===== config.mk =====
export PLATFORM = sky130hd
export DESIGN_NAME = system_io_hub
export DESIGN_NICKNAME = d
export VERILOG_FILES = /design/src/logic/io_hub_pkg.sv /design/src/logic/io_bus_if.sv /design/src/logic/io_cycle_sequencer.sv /design/src/logic/port_decoder.sv /design/src/logic/syscfg_port.sv /design/src/logic/system_io_hub.sv
export VERILOG_INCLUDE_DIRS = /design/src /design/src/include
export SDC_FILE = /design/constraint.sdc
export NUM_CORES = 1
export LEC_CHECK = 0
export BUFFER_PORTS_ARGS = -buffer_cell sky130_fd_sc_hd__buf_2
export CELL_PAD_IN_SITES_DETAIL_PLACEMENT = 0
export CELL_PAD_IN_SITES_GLOBAL_PLACEMENT = 1
export CORE_MARGIN = 5
export CORE_UTILIZATION = 37
export CTS_BUF_LIST = sky130_fd_sc_hd__clkbuf_4
export DETAILED_ROUTE_END_ITERATION = 6
export PLACE_DENSITY = 0.95
export SLEW_MARGIN = 20
export SYNTH_ARGS = -nofsm -noshare
export SYNTH_HDL_FRONTEND = slang
export SYNTH_SLANG_ARGS = --single-unit

===== constraint.sdc =====
create_clock -name clk_sys -period 7 [get_ports clk_sys]
set_clock_uncertainty 0.05 [all_clocks]
set_input_delay 0.35 -clock clk_sys [delete_from_list [all_inputs] [get_ports clk_sys]]
set_output_delay 0.35 -clock clk_sys [all_outputs]
set_load 0.005 [all_outputs]

===== src/include/io_hub_macros.svh =====
`ifndef IO_HUB_MACROS_SVH
`define IO_HUB_MACROS_SVH

// ========================================
// widths
// ========================================
`define IO_ADDR_W 16
`define IO_DATA_W 32
`define IO_LEN_W  3
`define IO_BYTE_W 8

// ========================================
// port map
// ========================================
// _MW is the count of low address bits ignored by the match.
`define PORT_FLOPPY_BASE   16'h03F0
`define PORT_FLOPPY_MW     3
`define PORT_DMA_MST_BASE  16'h00C0
`define PORT_DMA_MST_MW    5
`define PORT_DMA_SLV_BASE  16'h0000
`define PORT_DMA_SLV_MW    4
`define PORT_DMA_PAGE_BASE 16'h0080
`define PORT_DMA_PAGE_MW   4
`define PORT_PIC_MST_BASE  16'h0020
`define PORT_PIC_SLV_BASE  16'h00A0
`define PORT_PIC_MW        1
`define PORT_PIT_BASE      16'h0040
`define PORT_PIT_MW        2
`define PORT_PIT_SPKR      16'h0061
`define PORT_PS2_IO_BASE   16'h0060
`define PORT_PS2_IO_MW     3
`define PORT_PS2_CTL_BASE  16'h0090
`define PORT_PS2_CTL_MW    4
`define PORT_RTC_BASE      16'h0070
`define PORT_RTC_MW        1
`define PORT_SB_BASE       16'h0220
`define PORT_SB_MW         4
`define PORT_FM_BASE       16'h0388
`define PORT_FM_MW         2
`define PORT_UART_BASE     16'h03F8
`define PORT_UART_MW       3
`define PORT_MPU_BASE      16'h0330
`define PORT_MPU_MW        1
`define PORT_VGA_B_BASE    16'h03B0
`define PORT_VGA_C_BASE    16'h03C0
`define PORT_VGA_D_BASE    16'h03D0
`define PORT_VGA_MW        4
`define PORT_JOY_BASE      16'h0201
`define PORT_JOY_MW        0
`define PORT_HDD0_BASE     16'h01F0
`define PORT_HDD0_ALT      16'h03F6
`define PORT_HDD1_BASE     16'h0170
`define PORT_HDD1_ALT      16'h0376
`define PORT_HDD_MW        3
`define PORT_SYSCFG        16'h8888

// ========================================
// device groups, bit positions in the selects
// ========================================
`define DEV_COUNT  12
`define DEV_FLOPPY 0
`define DEV_DMA    1
`define DEV_PIC    2
`define DEV_PIT    3
`define DEV_PS2    4
`define DEV_RTC    5
`define DEV_SOUND  6
`define DEV_UART   7
`define DEV_VGA    8
`define DEV_JOY    9
`define DEV_HDD0   10
`define DEV_HDD1   11

`define SYSCFG_KEY   8'hA1
`define SYSCFG_RESET 8'hA2
`define IO_IDLE_BYTE 8'hFF

`endif


===== src/logic/io_hub_pkg.sv =====
`include "io_hub_macros.svh"

package io_hub_pkg;

	// ========================================
	// bus vectors
	// ========================================
	typedef logic [`IO_ADDR_W-1:0] io_addr_t;
	typedef logic [`IO_DATA_W-1:0] io_word_t;
	typedef logic [`IO_BYTE_W-1:0] io_byte_t;
	typedef logic [`IO_LEN_W-1:0]  io_len_t;   // bytes per access.

	// one chip select per device group.
	typedef logic [`DEV_COUNT-1:0] dev_sel_t;

	// ========================================
	// sequencer
	// ========================================
	typedef enum logic [1:0] {
		SEQ_IDLE,
		SEQ_SETUP,
		SEQ_STROBE,
		SEQ_FINISH
	} seq_state_t;

endpackage


===== src/logic/io_bus_if.sv =====
`timescale 1ns/1ps

interface io_bus_if;
	import io_hub_pkg::*;

	// sequencer side.
	io_addr_t address;
	logic     read;
	logic     write;
	io_len_t  datasize;
	io_word_t writedata;

	// decoder side.
	io_word_t readdata;
	logic     io32;       // whole access in one cycle.
	dev_sel_t sel;

	modport sequencer (
		output address, read, write, datasize, writedata,
		input  readdata, io32
	);

	modport decoder (
		input  address, read, write,
		output readdata, io32, sel
	);

	// observer only.
	modport cfg (
		input address, read, write, datasize, writedata, sel
	);

endinterface


===== src/logic/io_cycle_sequencer.sv =====
`timescale 1ns/1ps
`include "io_hub_macros.svh"

module io_cycle_sequencer (
	input  logic                 clk_sys,
	input  logic                 reset,

	input  logic                 io_read_do,
	input  io_hub_pkg::io_addr_t io_read_address,
	input  io_hub_pkg::io_len_t  io_read_length,
	output io_hub_pkg::io_word_t io_read_data,
	output logic                 io_read_done,

	input  logic                 io_write_do,
	input  io_hub_pkg::io_addr_t io_write_address,
	input  io_hub_pkg::io_len_t  io_write_length,
	input  io_hub_pkg::io_word_t io_write_data,
	output logic                 io_write_done,

	io_bus_if.sequencer          bus
);
	import io_hub_pkg::*;

	seq_state_t state;
	seq_state_t state_next;

	logic       op_write;
	io_len_t    op_len;
	io_addr_t   cur_addr;
	io_word_t   wdata;
	io_word_t   rdata;
	logic [1:0] byte_idx;
	logic       last_byte;

	assign last_byte = ({1'b0, byte_idx} + io_len_t'(1)) == op_len;

	// ========================================
	// state machine
	// ========================================
	always_comb begin
		state_next = state;
		case (state)
			SEQ_IDLE: begin
				if (io_write_do || io_read_do)
					state_next = SEQ_SETUP;
			end
			SEQ_SETUP: begin
				state_next = SEQ_STROBE;   // decoder registers selects here.
			end
			SEQ_STROBE: begin
				if (bus.io32 || last_byte)
					state_next = SEQ_FINISH;
				else
					state_next = SEQ_SETUP;
			end
			SEQ_FINISH: begin
				state_next = SEQ_IDLE;
			end
			default: begin
				state_next = SEQ_IDLE;
			end
		endcase
	end

	always_ff @(posedge clk_sys) begin
		if (reset)
			state <= SEQ_IDLE;
		else
			state <= state_next;
	end

	// ========================================
	// access fields and byte assembly
	// ========================================
	always_ff @(posedge clk_sys) begin
		if (state == SEQ_IDLE) begin
			// write wins when both are pending.
			op_write <= io_write_do;
			op_len   <= io_write_do ? io_write_length : io_read_length;
			cur_addr <= io_write_do ? io_write_address : io_read_address;
			wdata    <= io_write_data;
			rdata    <= '0;
			byte_idx <= '0;
		end
		else if (state == SEQ_STROBE) begin
			if (!op_write) begin
				if (bus.io32)
					rdata <= bus.readdata;
				else
					rdata[{byte_idx, 3'b000} +: `IO_BYTE_W] <= bus.readdata[`IO_BYTE_W-1:0];
			end
			if (!bus.io32) begin
				cur_addr <= cur_addr + io_addr_t'(1);   // next byte port.
				wdata    <= wdata >> `IO_BYTE_W;
				byte_idx <= byte_idx + 2'd1;
			end
		end
	end

	assign bus.address   = cur_addr;
	assign bus.read      = (state == SEQ_STROBE) && !op_write;
	assign bus.write     = (state == SEQ_STROBE) && op_write;
	assign bus.datasize  = bus.io32 ? op_len : io_len_t'(1);
	assign bus.writedata = wdata;

	assign io_read_data  = rdata;
	assign io_read_done  = (state == SEQ_FINISH) && !op_write;
	assign io_write_done = (state == SEQ_FINISH) && op_write;

	// ========================================
	// checks
	// ========================================
	a_done_pulse: assert property (@(posedge clk_sys) disable iff (reset)
		(io_read_done || io_write_done) |=> !(io_read_done || io_write_done));

	a_strobe_excl: assert property (@(posedge clk_sys) disable iff (reset)
		!(bus.read && bus.write));

endmodule


===== src/logic/port_decoder.sv =====
`timescale 1ns/1ps
`include "io_hub_macros.svh"

module port_decoder (
	input  logic                                   clk_sys,
	input  logic                                   reset,
	input  io_hub_pkg::io_byte_t [`DEV_COUNT-1:0] dev_readdata,
	input  io_hub_pkg::io_word_t                   hdd0_readdata,
	input  io_hub_pkg::io_word_t                   hdd1_readdata,
	output io_hub_pkg::dev_sel_t                   dev_cs,
	io_bus_if.decoder                              bus
);
	import io_hub_pkg::*;

	dev_sel_t raw_hit;
	dev_sel_t sel_next;
	logic     io32_next;
	io_byte_t dev_byte;

	function automatic logic port_hit(input io_addr_t addr, input io_addr_t base, input int mw);
		return (addr >> mw) == (base >> mw);
	endfunction

	// one group per port; lowest index first, disks above all.
	function automatic dev_sel_t pick_one(input dev_sel_t hits);
		dev_sel_t pick;
		pick = '0;
		for (int i = `DEV_COUNT - 1; i >= 0; i--) begin
			if (hits[i])
				pick = dev_sel_t'(1) << i;
		end
		if (hits[`DEV_HDD1])
			pick = dev_sel_t'(1) << `DEV_HDD1;
		if (hits[`DEV_HDD0])
			pick = dev_sel_t'(1) << `DEV_HDD0;   // 0x3F6 overlaps the floppy.
		return pick;
	endfunction

	// ========================================
	// address decode
	// ========================================
	always_comb begin
		raw_hit = '0;
		raw_hit[`DEV_FLOPPY] = port_hit(bus.address, `PORT_FLOPPY_BASE, `PORT_FLOPPY_MW);
		raw_hit[`DEV_DMA]    = port_hit(bus.address, `PORT_DMA_MST_BASE, `PORT_DMA_MST_MW) ||
			port_hit(bus.address, `PORT_DMA_SLV_BASE, `PORT_DMA_SLV_MW) ||
			port_hit(bus.address, `PORT_DMA_PAGE_BASE, `PORT_DMA_PAGE_MW);
		raw_hit[`DEV_PIC]    = port_hit(bus.address, `PORT_PIC_MST_BASE, `PORT_PIC_MW) ||
			port_hit(bus.address, `PORT_PIC_SLV_BASE, `PORT_PIC_MW);
		raw_hit[`DEV_PIT]    = port_hit(bus.address, `PORT_PIT_BASE, `PORT_PIT_MW) ||
			(bus.address == `PORT_PIT_SPKR);
		raw_hit[`DEV_PS2]    = port_hit(bus.address, `PORT_PS2_IO_BASE, `PORT_PS2_IO_MW) ||
			port_hit(bus.address, `PORT_PS2_CTL_BASE, `PORT_PS2_CTL_MW);
		raw_hit[`DEV_RTC]    = port_hit(bus.address, `PORT_RTC_BASE, `PORT_RTC_MW);
		raw_hit[`DEV_SOUND]  = port_hit(bus.address, `PORT_SB_BASE, `PORT_SB_MW) ||
			port_hit(bus.address, `PORT_FM_BASE, `PORT_FM_MW);
		raw_hit[`DEV_UART]   = port_hit(bus.address, `PORT_UART_BASE, `PORT_UART_MW) ||
			port_hit(bus.address, `PORT_MPU_BASE, `PORT_MPU_MW);
		raw_hit[`DEV_VGA]    = port_hit(bus.address, `PORT_VGA_B_BASE, `PORT_VGA_MW) ||
			port_hit(bus.address, `PORT_VGA_C_BASE, `PORT_VGA_MW) ||
			port_hit(bus.address, `PORT_VGA_D_BASE, `PORT_VGA_MW);
		raw_hit[`DEV_JOY]    = port_hit(bus.address, `PORT_JOY_BASE, `PORT_JOY_MW);
		raw_hit[`DEV_HDD0]   = port_hit(bus.address, `PORT_HDD0_BASE, `PORT_HDD_MW) ||
			(bus.address == `PORT_HDD0_ALT);
		raw_hit[`DEV_HDD1]   = port_hit(bus.address, `PORT_HDD1_BASE, `PORT_HDD_MW) ||
			(bus.address == `PORT_HDD1_ALT);
	end

	assign sel_next  = pick_one(raw_hit);
	// disk data ports and the config port move whole words.
	assign io32_next = ((sel_next[`DEV_HDD0] | sel_next[`DEV_HDD1]) & ~bus.address[9]) |
		(bus.address == `PORT_SYSCFG);

	always_ff @(posedge clk_sys) begin
		if (reset) begin
			bus.sel  <= '0;
			bus.io32 <= 1'b0;
		end
		else begin
			bus.sel  <= sel_next;
			bus.io32 <= io32_next;
		end
	end

	assign dev_cs = bus.sel & {`DEV_COUNT{bus.read | bus.write}};

	// ========================================
	// read data
	// ========================================
	always_comb begin
		dev_byte = `IO_IDLE_BYTE;
		for (int i = 0; i < `DEV_COUNT; i++) begin
			if (bus.sel[i])
				dev_byte = dev_readdata[i];
		end
	end

	assign bus.readdata = bus.sel[`DEV_HDD0] ? hdd0_readdata :
		bus.sel[`DEV_HDD1] ? hdd1_readdata :
		{(`IO_DATA_W / `IO_BYTE_W){dev_byte}};   // byte in every lane.

	a_sel_onehot: assert property (@(posedge clk_sys) disable iff (reset)
		$onehot0(bus.sel));

endmodule


===== src/logic/syscfg_port.sv =====
`timescale 1ns/1ps
`include "io_hub_macros.svh"

module syscfg_port (
	input  logic                 clk_sys,
	input  logic                 reset,
	output io_hub_pkg::io_byte_t syscfg,
	io_bus_if.cfg                bus
);
	import io_hub_pkg::*;

	logic first_armed;   // no disk or floppy access seen yet.
	logic disk_strobe;
	logic key_write;

	assign disk_strobe = (bus.read | bus.write) &
		(bus.sel[`DEV_HDD0] | bus.sel[`DEV_HDD1] | bus.sel[`DEV_FLOPPY]);

	// 16-bit write, key in the high byte.
	assign key_write = bus.write && (bus.address == `PORT_SYSCFG) &&
		(bus.datasize == io_len_t'(2)) &&
		(bus.writedata[15:8] == `SYSCFG_KEY);

	always_ff @(posedge clk_sys) begin
		if (reset) begin
			syscfg      <= `SYSCFG_RESET;
			first_armed <= 1'b1;
		end
		else if (disk_strobe && first_armed) begin
			syscfg      <= '0;   // boot defaults dropped once.
			first_armed <= 1'b0;
		end
		else if (key_write) begin
			syscfg <= bus.writedata[`IO_BYTE_W-1:0];
		end
	end

endmodule


===== src/logic/system_io_hub.sv =====
`timescale 1ns/1ps
`include "io_hub_macros.svh"

module system_io_hub (
	input  logic                                   clk_sys,
	input  logic                                   reset,

	// ========================================
	// cpu side
	// ========================================
	input  logic                                   io_read_do,
	input  io_hub_pkg::io_addr_t                   io_read_address,
	input  io_hub_pkg::io_len_t                    io_read_length,
	output io_hub_pkg::io_word_t                   io_read_data,
	output logic                                   io_read_done,

	input  logic                                   io_write_do,
	input  io_hub_pkg::io_addr_t                   io_write_address,
	input  io_hub_pkg::io_len_t                    io_write_length,
	input  io_hub_pkg::io_word_t                   io_write_data,
	output logic                                   io_write_done,

	// ========================================
	// device side
	// ========================================
	output io_hub_pkg::dev_sel_t                   dev_cs,
	output io_hub_pkg::io_addr_t                   dev_address,
	output logic                                   dev_read,
	output logic                                   dev_write,
	output io_hub_pkg::io_word_t                   dev_writedata,
	input  io_hub_pkg::io_byte_t [`DEV_COUNT-1:0] dev_readdata,
	input  io_hub_pkg::io_word_t                   hdd0_readdata,
	input  io_hub_pkg::io_word_t                   hdd1_readdata,

	output io_hub_pkg::io_byte_t                   syscfg
);

	io_bus_if bus ();

	io_cycle_sequencer seq0 (
		.clk_sys          (clk_sys),
		.reset            (reset),
		.io_read_do       (io_read_do),
		.io_read_address  (io_read_address),
		.io_read_length   (io_read_length),
		.io_read_data     (io_read_data),
		.io_read_done     (io_read_done),
		.io_write_do      (io_write_do),
		.io_write_address (io_write_address),
		.io_write_length  (io_write_length),
		.io_write_data    (io_write_data),
		.io_write_done    (io_write_done),
		.bus              (bus.sequencer)
	);

	port_decoder dec0 (
		.clk_sys          (clk_sys),
		.reset            (reset),
		.dev_readdata     (dev_readdata),
		.hdd0_readdata    (hdd0_readdata),
		.hdd1_readdata    (hdd1_readdata),
		.dev_cs           (dev_cs),
		.bus              (bus.decoder)
	);

	syscfg_port cfg0 (
		.clk_sys          (clk_sys),
		.reset            (reset),
		.syscfg           (syscfg),
		.bus              (bus.cfg)
	);

	// devices see the internal bus directly.
	assign dev_address   = bus.address;
	assign dev_read      = bus.read;
	assign dev_write     = bus.write;
	assign dev_writedata = bus.writedata;

endmodule


## Yosys cells after proc, flatten, opt, wreduce, memory -nomap -nowiden

Cells that the tools add are included.

| storage, ports and cells | value |
|---|---|
| bits of input ports | 234 |
| output and inout bits | 104 |
| register bits after elaboration | 110 |
| logic and storage cells | 150 |

| cells by class | value |
|---|---|
| bitwise logic cells | 11 |
| shift-type cells | 2 |
| eq/ne operators | 31 |
| reduce and logical (&&, ||, !) cells | 40 |
| multiplexer cells | 40 |
| $add $sub $neg | 4 |

Operators with widths:

| kind | count |
|---|---|
| 2-to-1 mux 32 bit | 6 |
| 2-to-1 mux 12 bit | 11 |
| 2-to-1 mux 8 bit | 12 |
| 2-to-1 mux 16 bit | 4 |
| == test 12 x 6 -> 1 bit (second input constant) | 4 |
| == test 16 x 10 -> 1 bit (second input constant) | 3 |
| bitwise mux 32 bit | 1 |
| variable shift 8 x 7 -> 32 bit (first input constant) | 1 |
| indexed part select 8 x 7 -> 32 bit | 1 |
| == test 13 x 6 -> 1 bit (second input constant) | 2 |
| == test 13 x 7 -> 1 bit (second input constant) | 2 |
| == test 12 x 4 -> 1 bit (second input constant) | 2 |
| adder 16 x 1 -> 16 bit (second input constant) | 1 |
| == test 16 bit (second input constant) | 1 |
| == test 16 x 7 -> 1 bit (second input constant) | 1 |
| logical NOT 16 bit | 1 |
| == test 15 x 5 -> 1 bit (second input constant) | 1 |
| == test 15 x 6 -> 1 bit (second input constant) | 1 |
| == test 15 x 7 -> 1 bit (second input constant) | 1 |
| == test 15 x 9 -> 1 bit (second input constant) | 1 |
| == test 14 x 5 -> 1 bit (second input constant) | 1 |
| == test 14 x 8 -> 1 bit (second input constant) | 1 |
| == test 13 x 4 -> 1 bit (second input constant) | 1 |
| logical OR 1 bit | 13 |
| other kinds (35) | 55 |

## Depth between registers and ports, before layout

| logic depth | value |
|---|---|
| word-level depth | 17 |
| depth in mapped cells | 9 |
| mapped depth without buffers | 8 |

## Hierarchy

From an unflattened synthesis, not the netlist that was laid out.

| second synthesis, totals | value |
|---|---|
| cells, all modules | 824 |
| area, all modules | 6739.0 µm² |

By module, submodules not included:

| module | cells each | area each (µm²) | instances | sequential area each (µm²) |
|---|---|---|---|---|
| io_cycle_sequencer | 421 | 4180.3 | 1 | 2282.2 |
| port_decoder | 355 | 2085.8 | 1 | 260.2 |
| syscfg_port | 48 | 473.0 | 1 | 180.2 |

## Worst setup path after synthesis

No wires, ideal clock.

| path | value |
|---|---|
| path type | register to register |
| start | reg dec0.bus.io32 |
| end | reg seq0.cur_addr[0], in the netlist seq0.bus.address[0], enable pin |
| arrival time | 3.120 ns |
| slack | 3.361 ns |
| clock period less this slack | 3.639 ns |
| library setup time | 0.470 ns |
| data required time | 6.480 ns |
| stages on the path, launching flop included | 4 |
| cell sequence | dfxtp_1 clkbuf_1 clkbuf_1 a21oi_1 |

| on the way | value |
|---|---|
| cells in the longest elaborated chain, start to end | 2 |

Ends and longest elaborated chain:

| item | line | RTL |
|---|---|---|
| start, declared | io_bus_if.sv:25 | `output readdata, io32, sel` |
| start signal, assigned | port_decoder.sv:81 | `bus.io32 <= io32_next;` |
| inequality test 2 bit (no line) | n/a |  |
| AND reduction 2 bit (no line) | n/a |  |
| end signal, assigned | io_cycle_sequencer.sv:80 | `cur_addr <= io_write_do ? io_write_address : io_read_address;` |
| end signal, assigned | io_cycle_sequencer.sv:93 | `cur_addr <= cur_addr + io_addr_t'(1);` |
| end, declared | io_cycle_sequencer.sv:29 | `io_addr_t cur_addr;` |

Every way passes these cells.
A chain may end at the register's enable or synchronous reset.

## Worst setup path in the final report

| path | value |
|---|---|
| start | reg seq0.state[0] |
| end | reg seq0.rdata[2], in the netlist seq0.io_read_data[2] |

| on the way | value |
|---|---|
| cells in the longest elaborated chain, start to end | 2 |

Ends and longest elaborated chain:

| item | line | RTL |
|---|---|---|
| start, declared | io_cycle_sequencer.sv:24 | `seq_state_t state;` |
| start signal, assigned | io_cycle_sequencer.sv:69 | `state <= state_next;` |
| == test 2 bit | io_cycle_sequencer.sv:85 | `else if (state == SEQ_STROBE) begin` |
| AND reduction 2 bit (no line) | n/a |  |
| end signal, assigned | io_cycle_sequencer.sv:88 | `rdata <= bus.readdata;` |
| end signal, assigned by index | io_cycle_sequencer.sv:90 | `` rdata[{byte_idx, 3'b000} +: `IO_BYTE_W] <= bus.readdata[`IO_BYTE_W-1:0]; `` |
| end, declared | io_cycle_sequencer.sv:31 | `io_word_t rdata;` |

Parallel ways exist; a longest one is shown, timed or not.

==> run summary <==
Area leader, netlist = edfxtp_1
Grt met2 use = 37.07%
Most Crowded Layer GR = met2
Sw Share = 33.57%
Number of global-route vias before repair = 7247
IO Pins = 338
CP arrival = 3150 ps
Yosys cell types = 62
Leak pwr = 4.109 nW
R2r endpoint = seq0.io_read_data[2]$_SDFFE_PP0P_
Clock power frac = 23.5%
Row count = 51
Final hold vios = 0
Post-synth net total = 1129
RSZ-0062 raised after global routing = false
I/O Buffers = 321
Clk_lat worst skew = 510 ps
CTS tree = yes
Comb power frac = 20.8%
Switching Power = 487.3 µW
Yosys warning count = 0
Via/cell ratio = 5.387
Share of the synthesized area in the top cell type = 21.36%
EDFF count, synth = 52
Synth area leaders = edfxtp_1 (21%), dfxtp_1 (16%), nand2_1 (9.6%)
Layout cell share with drive strength beyond 1 = 32.82%
M1 GR Usage = 27.83%
Worst Path Class, Setup = reg -> reg
Final worst-path cycle share = 39.63%
Die Span X = 150.6 µm
Routability-driven placement congestion ratio = 0.8878
Pint = 964.3 µW
Top_reg_cell synth = dfxtp_1
FF+latch count, synth = 110
Root Buffer = clkbuf_4
DR vias = 7709
Cell area after synthesis = 7311 µm²
DRT antenna net count = 0
Max H-tree Level = 3
Core area = 19460 µm²
Syn Area/Cell = 8.242 µm²
CP endpoint kind = flop
Tightest Hold Check Type = in -> reg
Crit-path cells = or2_2 -> buf_4 -> inv_1 -> a21oi_1 -> nand2_1 -> o21ai_1
Wire per inst = 18.44 µm
Overflow after GRT = 0
Residual DRC count = 0
Pins Over Slew Limit = 0
Crit path max-delay cell type = buf_4
Peak VDD IR = 135.9 µV
Final-stage net count = 1401
Clock transition at path regs = 210 ps
Die height = 150.6 µm
Hold Path End = seq0.bus.writedata[17]$_DFFE_PP_
Post-cts hold buffer count = 5
Clock Sinks = 110
Hold Crit Depth = 3
Tmin final = 2774 ps
Met3 Use GR = 5.057%
Die area = 22670 µm²
Initial antenna violation count = 3
Drt pass-1 iters = 6
DP Wirelength = 20110 µm
Post-CTS setup repair buffer count = 0
F_max = 0.3605 GHz
PD cells = 157.8 nW/µm²
Worst reg2reg path startpoint = seq0.state[0]$_SDFFE_PP0P_
Max-slew headroom = 34.21%
Reg2reg setup slack = 4230 ps
Total Routed Length = 26380 µm
Initial core utilization = 37.56%
CP required = 7380 ps
Dpl ws = 4244 ps
Placed instance area = 8992 µm²
Post-route setup slack = 4226 ps
TNS Setup = 0 ps
Seq pwr share = 55.8%
Worst-case clock buffer depth = 2
Max_cap viols = 0
Tot GR Track Use = 22.18%
Area Overhead vs Synth = 25.81%
CP max FO = 73
Async SR Flop Fraction = 0%
First-pass GRT wire length = 39380 µm
Initial drt markers = 431
Hold Crit Start = io_write_data[17]
Largest net degree at the start of global routing = 74
Cell count after synthesis = 887
Worst R2R Path Depth = 6
Cts bufs inserted = 9
# resized after CTS = 0
CP peak stage delay = 610 ps
Sequential cell area fraction in the yosys report = 37.24%
Status = finished, final reports clean
# setup viols final = 0
Startpoint Class = flop
Overall power = 1.452 mW
Design Area, Final = 9198 µm²
Worst slew pin tran = 984.3 ps
-- registers in the layout (all words and copies together), names as in the netlist --
register,flops
seq0.bus.writedata,32
seq0.io_read_data,32
seq0.bus.address,16
dec0.bus.sel,12
cfg0.syscfg,8
seq0.op_len,3
seq0.byte_idx,2
seq0.state,2
cfg0.first_armed,1
dec0.bus.io32,1
seq0.op_write,1
-- cell usage in the layout, fill, tap and decap left out, types with 26 or more instances in the layout --
cell,netlist,routed
buf_2,18,321
dfxtp_1,58,57
nand2_1,187,187
a22o_1,26,26
nor2_1,34,34
nand2b_1,31,31
o21ai_0,43,42
a21oi_1,34,33
edfxtp_1,52,52
-- synth_stat cells (all sizes together) (10+ instances only) --
cell type / number
a21oi: 42
a22o: 26
a31oi: 25
and2: 21
buf: 26
clkbuf: 46
dfxtp: 58
edfxtp: 52
inv: 25
mux2i: 19
nand2: 187
nand2b: 31
nand3: 10
nor2: 34
nor2b: 25
nor3: 11
o211ai: 29
o21ai: 61
o22ai: 32
xor2: 11
-- through the flow --
stage | std cells | hold slack, ps | utilization [%]
floorplan | 887 | 389.2 | -
global placement | 1407 | 385.3 | 46.18
detailed placement | 1407 | 392.2 | 46.20
CTS | 1428 | 0.7900 | 47.18
global route | 1431 | 0.8004 | 47.26
finish | 1431 | 42.76 | 47.26
-- power by group through the flow --
| stage | Sequential, mW | Clock [mW] | Combinational, mW |
|---|---|---|---|
| 2_1_floorplan | 0.795 | 0 | 0.162 |
| 3_3_place_gp | 0.819 | 0 | 0.294 |
| 3_5_place_dp | 0.823 | 0 | 0.299 |
| 4_1_cts | 0.809 | 0.354 | 0.303 |
| 5_1_grt | 0.820 | 0.375 | 0.336 |
| 6_report | 0.810 | 0.341 | 0.302 |
-- how the worst max path moves through the flow --
stage                               startpoint                                 end  slack, ps  cells after the start
detailed placement  seq0.state[0]$_SDFFE_PP0P_   seq0.io_read_data[2]$_SDFFE_PP0P_       4240                      6
global placement    seq0.state[1]$_SDFFE_PP0P_  seq0.io_read_data[15]$_SDFFE_PP0P_       4330                      6
floorplan             dec0.bus.io32$_SDFF_PP0_       seq0.bus.address[0]$_DFFE_PP_       3360                      3
global route        seq0.state[0]$_SDFFE_PP0P_   seq0.io_read_data[2]$_SDFFE_PP0P_       3860                      6
CTS                 seq0.state[0]$_SDFFE_PP0P_   seq0.io_read_data[2]$_SDFFE_PP0P_       4200                      6
finish              seq0.state[0]$_SDFFE_PP0P_   seq0.io_read_data[2]$_SDFFE_PP0P_       4230                      6
-- layout make-up --
cell class | instances | area, µm²
inverters | 26 | 97.59
flip-flops and latches | 110 | 2724
clock buffers | 9 | 67.56
diodes | 2 | 5.005
fillers | 1945 | 10260
repair buffers | 333 | 1712
multi-input cells | 679 | 4188
well taps | 265 | 331.6
clock inverters | 7 | 72.57
-- cells by family (layout without fill, tap and decap cells) --
group / Yosys count / in the layout / share of synthesized area, %
and+or+nand+nor: 377 / 377 / 25.91
AOI/OAI and AO/OA: 255 / 255 / 24.68
DFF: 110 / 110 / 37.24
buffers and inverters: 98 / 375 / 5.699
muxes: 22 / 22 / 3.063
xor gates and xnor gates: 17 / 17 / 2.037
adders and majority gates: 8 / 8 / 1.369
other: 0 / 2 / 0
-- per-layer routing --
layer / part of all wire (%) / vias to the layer above
li1: - / 3727
met1: 39 / 3563
met2: 48 / 365
met3: 9.6 / 52
met4: 3.4 / 2
met5: 0.061 / -
-- worst max-delay path: cells and delay by family, from the launching register on --
kind	cells	cell delay [ps]
AO/OA/AOI/OAI	2	690
buffers and inverters	2	740
AND/OR/NAND/NOR	2	550
flip-flops	1	590
(Power assumes the default switching activity.)
